**src/design/adc_capture_defines.svh**
```systemverilog
`ifndef ADC_CAPTURE_DEFINES_SVH
`define ADC_CAPTURE_DEFINES_SVH

// ********************
// converter geometry
// ********************

// number of bits each lane returns per conversion
`define ADC_WORD_BITS 16

// the converter drives this many SDI lanes in parallel
`define ADC_LANES 2

// ********************
// serial timing
// ********************

// spi_clk cycles spent in each half of an SCLK period
// so one SCLK period takes twice this many cycles
`define SCLK_HALF_CYCLES 2

// width of the convert start pulse in spi_clk cycles
// the converter latches the request on the rising edge of convst
`define CONVST_CYCLES 4

`endif

```
**src/design/adc_capture_pkg.sv**
```systemverilog
`include "adc_capture_defines.svh"

package adc_capture_pkg;

    // ********************
    // data types
    // ********************

    // result of one conversion on a single lane
    typedef logic [`ADC_WORD_BITS-1:0] lane_word_t;

    // both lane results packed together
    // lane 1 sits in the upper half and lane 0 in the lower half
    typedef logic [`ADC_LANES*`ADC_WORD_BITS-1:0] sample_t;

    // position inside a frame, wide enough to hold the full word count
    typedef logic [$clog2(`ADC_WORD_BITS):0] bit_count_t;

    // ********************
    // sequencer states
    // ********************

    // IDLE waits for a start request
    // CONVST holds the convert pulse and WAIT_BUSY waits for the conversion
    // FRAME clocks the serial word out and DONE closes the frame
    typedef enum logic [2:0] {
        IDLE,
        CONVST,
        WAIT_BUSY,
        FRAME,
        DONE
    } seq_state_t;

endpackage

```
**src/design/conv_sequencer.sv**
```systemverilog
`timescale 1ns/10ps

`include "adc_capture_defines.svh"

module conv_sequencer (
    input  logic spi_clk,
    input  logic rst_n,
    input  logic start_valid,
    output logic start_ready,
    input  logic busy,
    output logic convst,
    output logic cs_n,
    output logic sclk,
    output logic bit_strobe,
    output logic frame_done
);

    import adc_capture_pkg::*;

    // spi_clk cycles in one full SCLK period
    localparam int SCLK_PERIOD = 2 * `SCLK_HALF_CYCLES;

    seq_state_t state;

    // shared cycle counter, times the convst pulse and then the SCLK phase
    logic [7:0] phase;

    // index of the bit currently on the wire
    bit_count_t bit_cnt;

    // high on the final spi_clk cycle of an SCLK period
    logic period_end;

    // high on the final cycle of the convert pulse
    logic convst_end;

    // ********************
    // output decode
    // ********************

    // a new request is only taken while nothing is in flight
    assign start_ready = (state == IDLE);

    // the convert pulse spans the whole CONVST state
    assign convst = (state == CONVST);

    // chip select is active for the serial frame only
    assign cs_n = (state != FRAME);

    // SCLK idles low, goes high for the second half of each period
    assign sclk = (state == FRAME) && (phase >= `SCLK_HALF_CYCLES);

    // sample point is the cycle where SCLK rises
    // the ADC changed its data on the previous falling edge so SDI is settled
    assign bit_strobe = (state == FRAME) && (phase == `SCLK_HALF_CYCLES);

    // cs_n rises on this same cycle
    assign frame_done = (state == DONE);

    assign period_end = (phase == SCLK_PERIOD - 1);
    assign convst_end = (phase == `CONVST_CYCLES - 1);

    // ********************
    // state machine
    // ********************

    always_ff @(posedge spi_clk or negedge rst_n) begin
        if (!rst_n) begin
            state   <= IDLE;
            phase   <= '0;
            bit_cnt <= '0;
        end else begin
            case (state)
                IDLE: begin
                    // convst goes high on the cycle after acceptance
                    if (start_valid) begin
                        state <= CONVST;
                        phase <= '0;
                    end
                end
                CONVST: begin
                    if (convst_end) begin
                        state <= WAIT_BUSY;
                        phase <= '0;
                    end else begin
                        phase <= phase + 8'd1;
                    end
                end
                WAIT_BUSY: begin
                    // conversion is finished once busy drops
                    if (!busy) begin
                        state   <= FRAME;
                        phase   <= '0;
                        bit_cnt <= '0;
                    end
                end
                FRAME: begin
                    if (period_end) begin
                        phase <= '0;
                        // after the last period the frame closes
                        if (bit_cnt == `ADC_WORD_BITS - 1) begin
                            state <= DONE;
                        end else begin
                            bit_cnt <= bit_cnt + 1'b1;
                        end
                    end else begin
                        phase <= phase + 8'd1;
                    end
                end
                DONE: begin
                    state <= IDLE;
                end
                default: begin
                    state <= IDLE;
                end
            endcase
        end
    end

    // ********************
    // checks
    // ********************

    // the ADC must have finished converting before the frame is opened
    assert property (@(posedge spi_clk) disable iff (!rst_n) !cs_n |-> !busy);

    // the convert pulse stays up for exactly CONVST_CYCLES cycles
    assert property (@(posedge spi_clk) disable iff (!rst_n)
        $rose(convst) |-> ##`CONVST_CYCLES $fell(convst));

endmodule

```
**src/design/sdi_lane_shifter.sv**
```systemverilog
`timescale 1ns/10ps

`include "adc_capture_defines.svh"

module sdi_lane_shifter (
    input  logic                      spi_clk,
    input  logic                      rst_n,
    input  logic                      bit_strobe,
    input  logic                      frame_done,
    input  logic                      sdi,
    output adc_capture_pkg::lane_word_t lane_word
);

    import adc_capture_pkg::*;

    // received bits, MSB arrives first and ends up at the top
    lane_word_t shift_q;

    // strobes seen since the last frame_done
    bit_count_t strobe_cnt;

    // ********************
    // data path
    // ********************

    // payload register, holds whatever was last shifted in
    always_ff @(posedge spi_clk) begin
        if (bit_strobe) begin
            shift_q <= {shift_q[`ADC_WORD_BITS-2:0], sdi};
        end
    end

    // after the last strobe the register already holds the full word
    // so it is valid on the frame_done cycle
    assign lane_word = shift_q;

    // ********************
    // frame length tracking
    // ********************

    always_ff @(posedge spi_clk or negedge rst_n) begin
        if (!rst_n) begin
            strobe_cnt <= '0;
        end else if (frame_done) begin
            strobe_cnt <= '0;
        end else if (bit_strobe) begin
            strobe_cnt <= strobe_cnt + 1'b1;
        end
    end

    // the sequencer must deliver exactly one word of strobes per frame
    assert property (@(posedge spi_clk) disable iff (!rst_n)
        frame_done |-> (strobe_cnt == `ADC_WORD_BITS));

    // no strobe may arrive once the word is full and the frame is still open
    assert property (@(posedge spi_clk) disable iff (!rst_n)
        bit_strobe |-> (strobe_cnt < `ADC_WORD_BITS));

endmodule

```
**src/design/sample_merge.sv**
```systemverilog
`timescale 1ns/10ps

module sample_merge (
    input  logic                        spi_clk,
    input  logic                        rst_n,
    input  logic                        frame_done,
    input  adc_capture_pkg::lane_word_t lane0_word,
    input  adc_capture_pkg::lane_word_t lane1_word,
    output logic                        sample_valid,
    output adc_capture_pkg::sample_t    sample_data,
    input  logic                        sample_ready,
    output logic                        irq
);

    import adc_capture_pkg::*;

    // two entry sample buffer, payload only
    sample_t mem [2];

    // pointers carry one extra wrap bit to tell full from empty
    logic [1:0] wr_ptr;
    logic [1:0] rd_ptr;

    logic empty;
    logic full;
    logic push;
    logic pop;
    logic drop;

    // lane 1 goes to the upper half
    sample_t packed_sample;

    // ********************
    // buffer status
    // ********************

    assign empty = (wr_ptr == rd_ptr);
    assign full  = (wr_ptr[1] != rd_ptr[1]) && (wr_ptr[0] == rd_ptr[0]);

    assign pop = sample_valid && sample_ready;

    // a read on the same cycle frees a slot, so the sample still fits
    assign push = frame_done && (!full || pop);

    // everything else arriving on a full buffer is lost
    assign drop = frame_done && full && !pop;

    assign packed_sample = {lane1_word, lane0_word};

    // ********************
    // storage
    // ********************

    always_ff @(posedge spi_clk) begin
        if (push) begin
            mem[wr_ptr[0]] <= packed_sample;
        end
    end

    always_ff @(posedge spi_clk or negedge rst_n) begin
        if (!rst_n) begin
            wr_ptr <= '0;
            rd_ptr <= '0;
            irq    <= 1'b0;
        end else begin
            if (push) begin
                wr_ptr <= wr_ptr + 2'd1;
            end
            if (pop) begin
                rd_ptr <= rd_ptr + 2'd1;
            end
            // frame_done lasts a single cycle so irq does too
            irq <= drop;
        end
    end

    // ********************
    // output side
    // ********************

    // valid follows the registered pointers, one cycle after frame_done
    assign sample_valid = !empty;
    assign sample_data  = mem[rd_ptr[0]];

    // a stalled sample must not change under the consumer
    assert property (@(posedge spi_clk) disable iff (!rst_n)
        (sample_valid && !sample_ready) |=> (sample_valid && $stable(sample_data)));

endmodule

```
**src/design/adc_capture_top.sv**
```systemverilog
`timescale 1ns/10ps

`include "adc_capture_defines.svh"

module adc_capture_top (
    input  logic                     spi_clk,
    input  logic                     rst_n,
    input  logic                     start_valid,
    output logic                     start_ready,
    output logic                     convst,
    input  logic                     busy,
    output logic                     cs_n,
    output logic                     sclk,
    output logic                     sdo,
    input  logic [`ADC_LANES-1:0]    sdi,
    output logic                     sample_valid,
    output adc_capture_pkg::sample_t sample_data,
    input  logic                     sample_ready,
    output logic                     irq
);

    import adc_capture_pkg::*;

    // timing shared by both lanes
    logic bit_strobe;
    logic frame_done;

    // one finished word per lane
    lane_word_t lane0_word;
    lane_word_t lane1_word;

    // nothing is written to the converter, the line stays low
    assign sdo = 1'b0;

    // ********************
    // control
    // ********************

    conv_sequencer i_sequencer (
        .spi_clk     (spi_clk),
        .rst_n       (rst_n),
        .start_valid (start_valid),
        .start_ready (start_ready),
        .busy        (busy),
        .convst      (convst),
        .cs_n        (cs_n),
        .sclk        (sclk),
        .bit_strobe  (bit_strobe),
        .frame_done  (frame_done)
    );

    // ********************
    // lanes
    // ********************

    // both lanes sample on the same strobe
    sdi_lane_shifter i_lane0 (
        .spi_clk    (spi_clk),
        .rst_n      (rst_n),
        .bit_strobe (bit_strobe),
        .frame_done (frame_done),
        .sdi        (sdi[0]),
        .lane_word  (lane0_word)
    );

    sdi_lane_shifter i_lane1 (
        .spi_clk    (spi_clk),
        .rst_n      (rst_n),
        .bit_strobe (bit_strobe),
        .frame_done (frame_done),
        .sdi        (sdi[1]),
        .lane_word  (lane1_word)
    );

    // ********************
    // output buffer
    // ********************

    sample_merge i_merge (
        .spi_clk      (spi_clk),
        .rst_n        (rst_n),
        .frame_done   (frame_done),
        .lane0_word   (lane0_word),
        .lane1_word   (lane1_word),
        .sample_valid (sample_valid),
        .sample_data  (sample_data),
        .sample_ready (sample_ready),
        .irq          (irq)
    );

endmodule

```
**config.mk**
```make
export PLATFORM = sky130hd
export DESIGN_NAME = adc_capture_top
export DESIGN_NICKNAME = d
export VERILOG_FILES = /design/src/design/adc_capture_pkg.sv /design/src/design/conv_sequencer.sv /design/src/design/sdi_lane_shifter.sv /design/src/design/sample_merge.sv /design/src/design/adc_capture_top.sv
export VERILOG_INCLUDE_DIRS = /design/src /design/src/design
export SDC_FILE = /design/constraint.sdc
export NUM_CORES = 1
export LEC_CHECK = 0
export BUFFER_PORTS_ARGS = -buffer_cell sky130_fd_sc_hd__buf_2
export CELL_PAD_IN_SITES_DETAIL_PLACEMENT = 1
export CELL_PAD_IN_SITES_GLOBAL_PLACEMENT = 2
export CORE_UTILIZATION = 41
export CTS_BUF_LIST = sky130_fd_sc_hd__clkbuf_4
export CTS_CLUSTER_SIZE = 14
export DETAILED_ROUTE_END_ITERATION = 10
export GPL_TIMING_DRIVEN = 1
export MAX_ROUTING_LAYER = met4
export PLACE_DENSITY = 0.8
export SLEW_MARGIN = 20
export SYNTH_ARGS = -nofsm -noshare
export SYNTH_HDL_FRONTEND = slang
export SYNTH_SLANG_ARGS = --single-unit
```
**constraint.sdc**
```tcl
create_clock -name spi_clk -period 2.9 [get_ports spi_clk]
set_clock_uncertainty 0.15 [all_clocks]
set_input_delay 0.29 -clock spi_clk [delete_from_list [all_inputs] [get_ports spi_clk]]
set_output_delay 0.29 -clock spi_clk [all_outputs]
set_load 0.01 [all_outputs]
```
==> metrics.md <==
| Metric | Value |
|---|---|
| Outcome | `completed` |
| Post-route design area | `5210 sq um` |
| Footprint of the multi-input gates | `1010 sq um` |
| Fillers | `1,064` |
| Total wire length | `7.61 mm` |
| Most frequent cells in the layout | `96 x sky130_fd_sc_hd__edfxtp_1, 44 x sky130_fd_sc_hd__buf_2, 33 x sky130_fd_sc_hd__mux2_2, 21 x sky130_fd_sc_hd__dfrtp_1, 17 x sky130_fd_sc_hd__clkbuf_4` |
| R2R Setup Slk | `slightly below 0.6 ns` |
| Syn Inst Count | `254` |
| Slew @ Worst Pin | `0.961 ns` |
| Vias in the first global route | `roughly 2.5k` |
| Post-route DRC violation count | `0` |
| Sequential area share after synthesis | `0.763` |
| Clock buffer count from CTS | `17` |
| Sum Neg Setup Slack | `0 ns` |
| Final critical delay including setup and external delays | `2.55 ns` |
| Slowest cell on crit path | `sky130_fd_sc_hd__dfrtp_1` |
| Worst reg2reg path startpoint | `i_merge.wr_ptr[0]$_DFFE_PN0N_` |
| Crit path buf inv count | `1` |
| MaxCap Viol Count | `0` |
| Register bit count reported by yosys | `117` |
| Final standard cell count with taps included and fillers excluded | `around 470` |
| Vias after detailed routing | `2,377` |
| Placed cell area | `4870 sq um` |
| Post-DP HPWL | `4.82 mm` |
| Detailed-route vias per instance | `5.09` |
| Total Nets Final | `329` |
| Crit end category | `output pin` |
| Placement row count | `37` |
| Post-CTS resize count | `0` |
| Critical path origin | `i_sequencer.phase[3]$_DFFE_PN0P_` |
| Most common cell after layout, fill and taps aside | `sky130_fd_sc_hd__edfxtp_1` |
| Largest fanout of any net on the critical path | `6` |
| Setup CP Type | `reg -> out` |
| Area of the mapped netlist | `4470 sq um` |
| CTS tree | `done` |
| CP delay by family, top | `simple AND/OR/NAND/NOR gates` |
| Clock sink total | `117` |
| End of the critical path | `sclk` |
| Post-CTS repair timing setup buffer count | `0` |
| Largest buffer count on any clock path | `2` |
| Gpl congestion | `slightly above 0.7` |
| Grt total ovfl | `0` |
| Setup-failing EPs final | `0` |
| Layout Area Growth over Synthesis | `16.6%` |
| Min-Delay Path Class | `in -> reg` |
| P per Cell Area | `795 nW/um^2` |
| Endpoint of the most critical register-to-register path | `i_merge.mem[0][1]$_DFFE_PP_` |
| Setup Slack @ Placement | `about 0.56 ns` |
| Number of placed instances with taps included | `431` |
| Slew Limit Fails | `0` |
| Wire length of the first global-routing pass | `12.5 mm` |
| Number of enable flip-flop cells after synthesis | `96` |
| Stage delay of the slowest cell on the critical path | `between 0.4 and 0.5 ns` |
| Routed Antenna Nets | `0` |
| Net Count, Synth | `265` |
| Antenna violations before repair | `0` |
| Chip width | `106 um` |
| Maximum number of pins on one net before global-route repair | `35` |
| Count of H-tree levels built during CTS | `4` |
| Distinct cells, synth | `50` |
| Seq. cell area | `3410 sq um` |
| Clk pin slew, worst setup/hold paths | `0.12 ns` |
| Worst IR drop on VDD | `0.000350 V` |
| Ratio of cells with drive above 1 in the final layout | `0.372` |
| Initial Util | `0.427` |
| P_leak | `between 0.0015 and 0.002 uW` |
| Warnings from Yosys | `0` |
| Post-synthesis async set-or-reset flop share | `0.179` |
| Mean routed wirelength per cell | `approximately 16 um` |
| First drt pass iteration count | `4` |
| Final cycle utilization of the critical path | `0.881` |
| Core utilization of the finished layout | `0.498` |
| Die Outline Area | `11,300 sq um` |
| Count of port buffers added during placement | `between 40 and 50` |
| Number of inserted diodes | `0` |
| Root Buffer | `sky130_fd_sc_hd__clkbuf_4` |
| Critical path arrival | `2.11 ns` |
| Depth of the worst register-to-register path | `4` |
| Main synth FF type | `sky130_fd_sc_hd__edfxtp_1` |
| Core region area | `10,500 sq um` |
| Total routing resource utilization after global routing | `0.155` |
| Critical path data required time | `~2.5 ns` |
| Syn_area_per_cell | `between 15 and 20 sq um` |
| Final count of hold timing violations | `0` |
| Number of top-level pins | `46` |
| Ordered cell list for the critical path | `nor4_4, nand2_1, nor3_1, nor2_1, buf_2` |
| Clock insertion delay at the later pin of the skew report | `0.49 ns` |
| RSZ-0062 raised after global routing | `no` |
| First DRT Iteration DRCs | `84` |
| CP Launch Type | `register` |
| Normalized max-slew margin | `0.358` |
| Die height | `106 um` |
| Highest clock rate | `between 0.3 and 0.4 GHz` |
| Number of cells on the critical path | `5` |
| Worst Setup Slack, final | `0.345 ns` |
repair_timing:
action / 4_1_cts / 5_1_grt
hold buffers: 4 / 0
setup endpoints to repair: 0 / 0
hold endpoints to repair: 26 / 0
worst min path at each step:
stage	slack, ns	endpoint	from	depth (start not counted)
after CTS	0.06	i_sequencer.bit_cnt[3]$_DFFE_PN0P_	busy	5
after detailed placement	0.14	i_sequencer.bit_cnt[4]$_DFFE_PN0P_	rst_n	1
after global placement	0.14	i_sequencer.bit_cnt[4]$_DFFE_PN0P_	rst_n	1
final	0.11	i_sequencer.bit_cnt[3]$_DFFE_PN0P_	busy	5
after floorplan	-0.16	i_merge.irq$_DFF_PN0_	rst_n	0
after global routing	0.09	i_sequencer.bit_cnt[2]$_DFFE_PN0P_	busy	4
cell families after synthesis:
group	synth area share
multiplexers	0.0855
flip-flops	0.763
XOR/XNOR	0.0157
AO/OA/AOI/OAI	0.0384
adder cells (fa/ha/maj)	0.0112
AND/OR/NAND/NOR	0.0720
other	0.000840
buffers and inverters	0.0132
stage by stage:
stage / total power, uW / hold WS [ns]
floorplan: 2730 / -0.156
global placement: 2950 / 0.137
detailed placement: 2980 / 0.143
CTS: 4200 / 0.0590
global route: 4360 / 0.0938
finish: 4140 / 0.106
flip-flops by register name, summed over array words and instances (netlist names):
| name | count |
|---|---|
| i_sequencer.phase | 8 |
| i_lane1.lane_word | 16 |
| i_merge.mem | 64 |
| i_sequencer.bit_cnt | 5 |
| i_merge.wr_ptr | 2 |
| i_merge.rd_ptr | 2 |
| i_sequencer.state | 3 |
| i_lane0.lane_word | 16 |
| i_merge.irq | 1 |
report_power, final:
group / internal (uW) / switching [uW]
clock network: 535 / 665
logic: 247 / 387
registers: 2130 / 174
layer usage:
metal	track usage	up-vias	wire length (um)
li1	-	1109	-
met5	-	-	0
met1	0.191	1217	3450
met2	0.241	46	3860
met4	0.0655	0	55
met3	0.0423	5	248
synthesized netlist by cell type (2+ instances only):
cell / count / share of area
sky130_fd_sc_hd__edfxtp_1: 96 / 0.65
sky130_fd_sc_hd__mux2_2: 33 / 0.083
sky130_fd_sc_hd__dfrtp_1: 21 / 0.12
sky130_fd_sc_hd__nor2_1: 11 / 0.0092
sky130_fd_sc_hd__nand2_1: 9 / 0.0076
sky130_fd_sc_hd__a21oi_1: 7 / 0.0078
sky130_fd_sc_hd__xnor2_1: 7 / 0.014
sky130_fd_sc_hd__nand3_1: 6 / 0.0067
sky130_fd_sc_hd__inv_1: 5 / 0.0042
sky130_fd_sc_hd__ha_1: 4 / 0.011
sky130_fd_sc_hd__nor3_1: 4 / 0.0045
sky130_fd_sc_hd__and3_1: 3 / 0.0042
sky130_fd_sc_hd__buf_1: 3 / 0.0025
sky130_fd_sc_hd__a22o_1: 2 / 0.0039
sky130_fd_sc_hd__a31oi_1: 2 / 0.0028
sky130_fd_sc_hd__buf_2: 2 / 0.0022
sky130_fd_sc_hd__buf_4: 2 / 0.0034
sky130_fd_sc_hd__nand2b_1: 2 / 0.0028
sky130_fd_sc_hd__nor2b_1: 2 / 0.0028
sky130_fd_sc_hd__o31ai_1: 2 / 0.0034
sky130_fd_sc_hd__or4_1: 2 / 0.0034
worst min-delay path: cells and delay by family:
kind | cells | cell delay, ns
AND/OR/NAND/NOR | 2 | 0.20
AO/OA/AOI/OAI | 2 | 0.14
buffers and inverters | 1 | 0.09
layout make-up:
type                       count  area share
sequential                   117       0.654
multi-input combinational    124       0.195
timing repair buffer          53      0.0572
clock inverter                15      0.0329
tap                          136      0.0327
clock buffer                  17      0.0245
inverter                       5     0.00360
No activity file was read; power rests on OpenSTA's default activity.
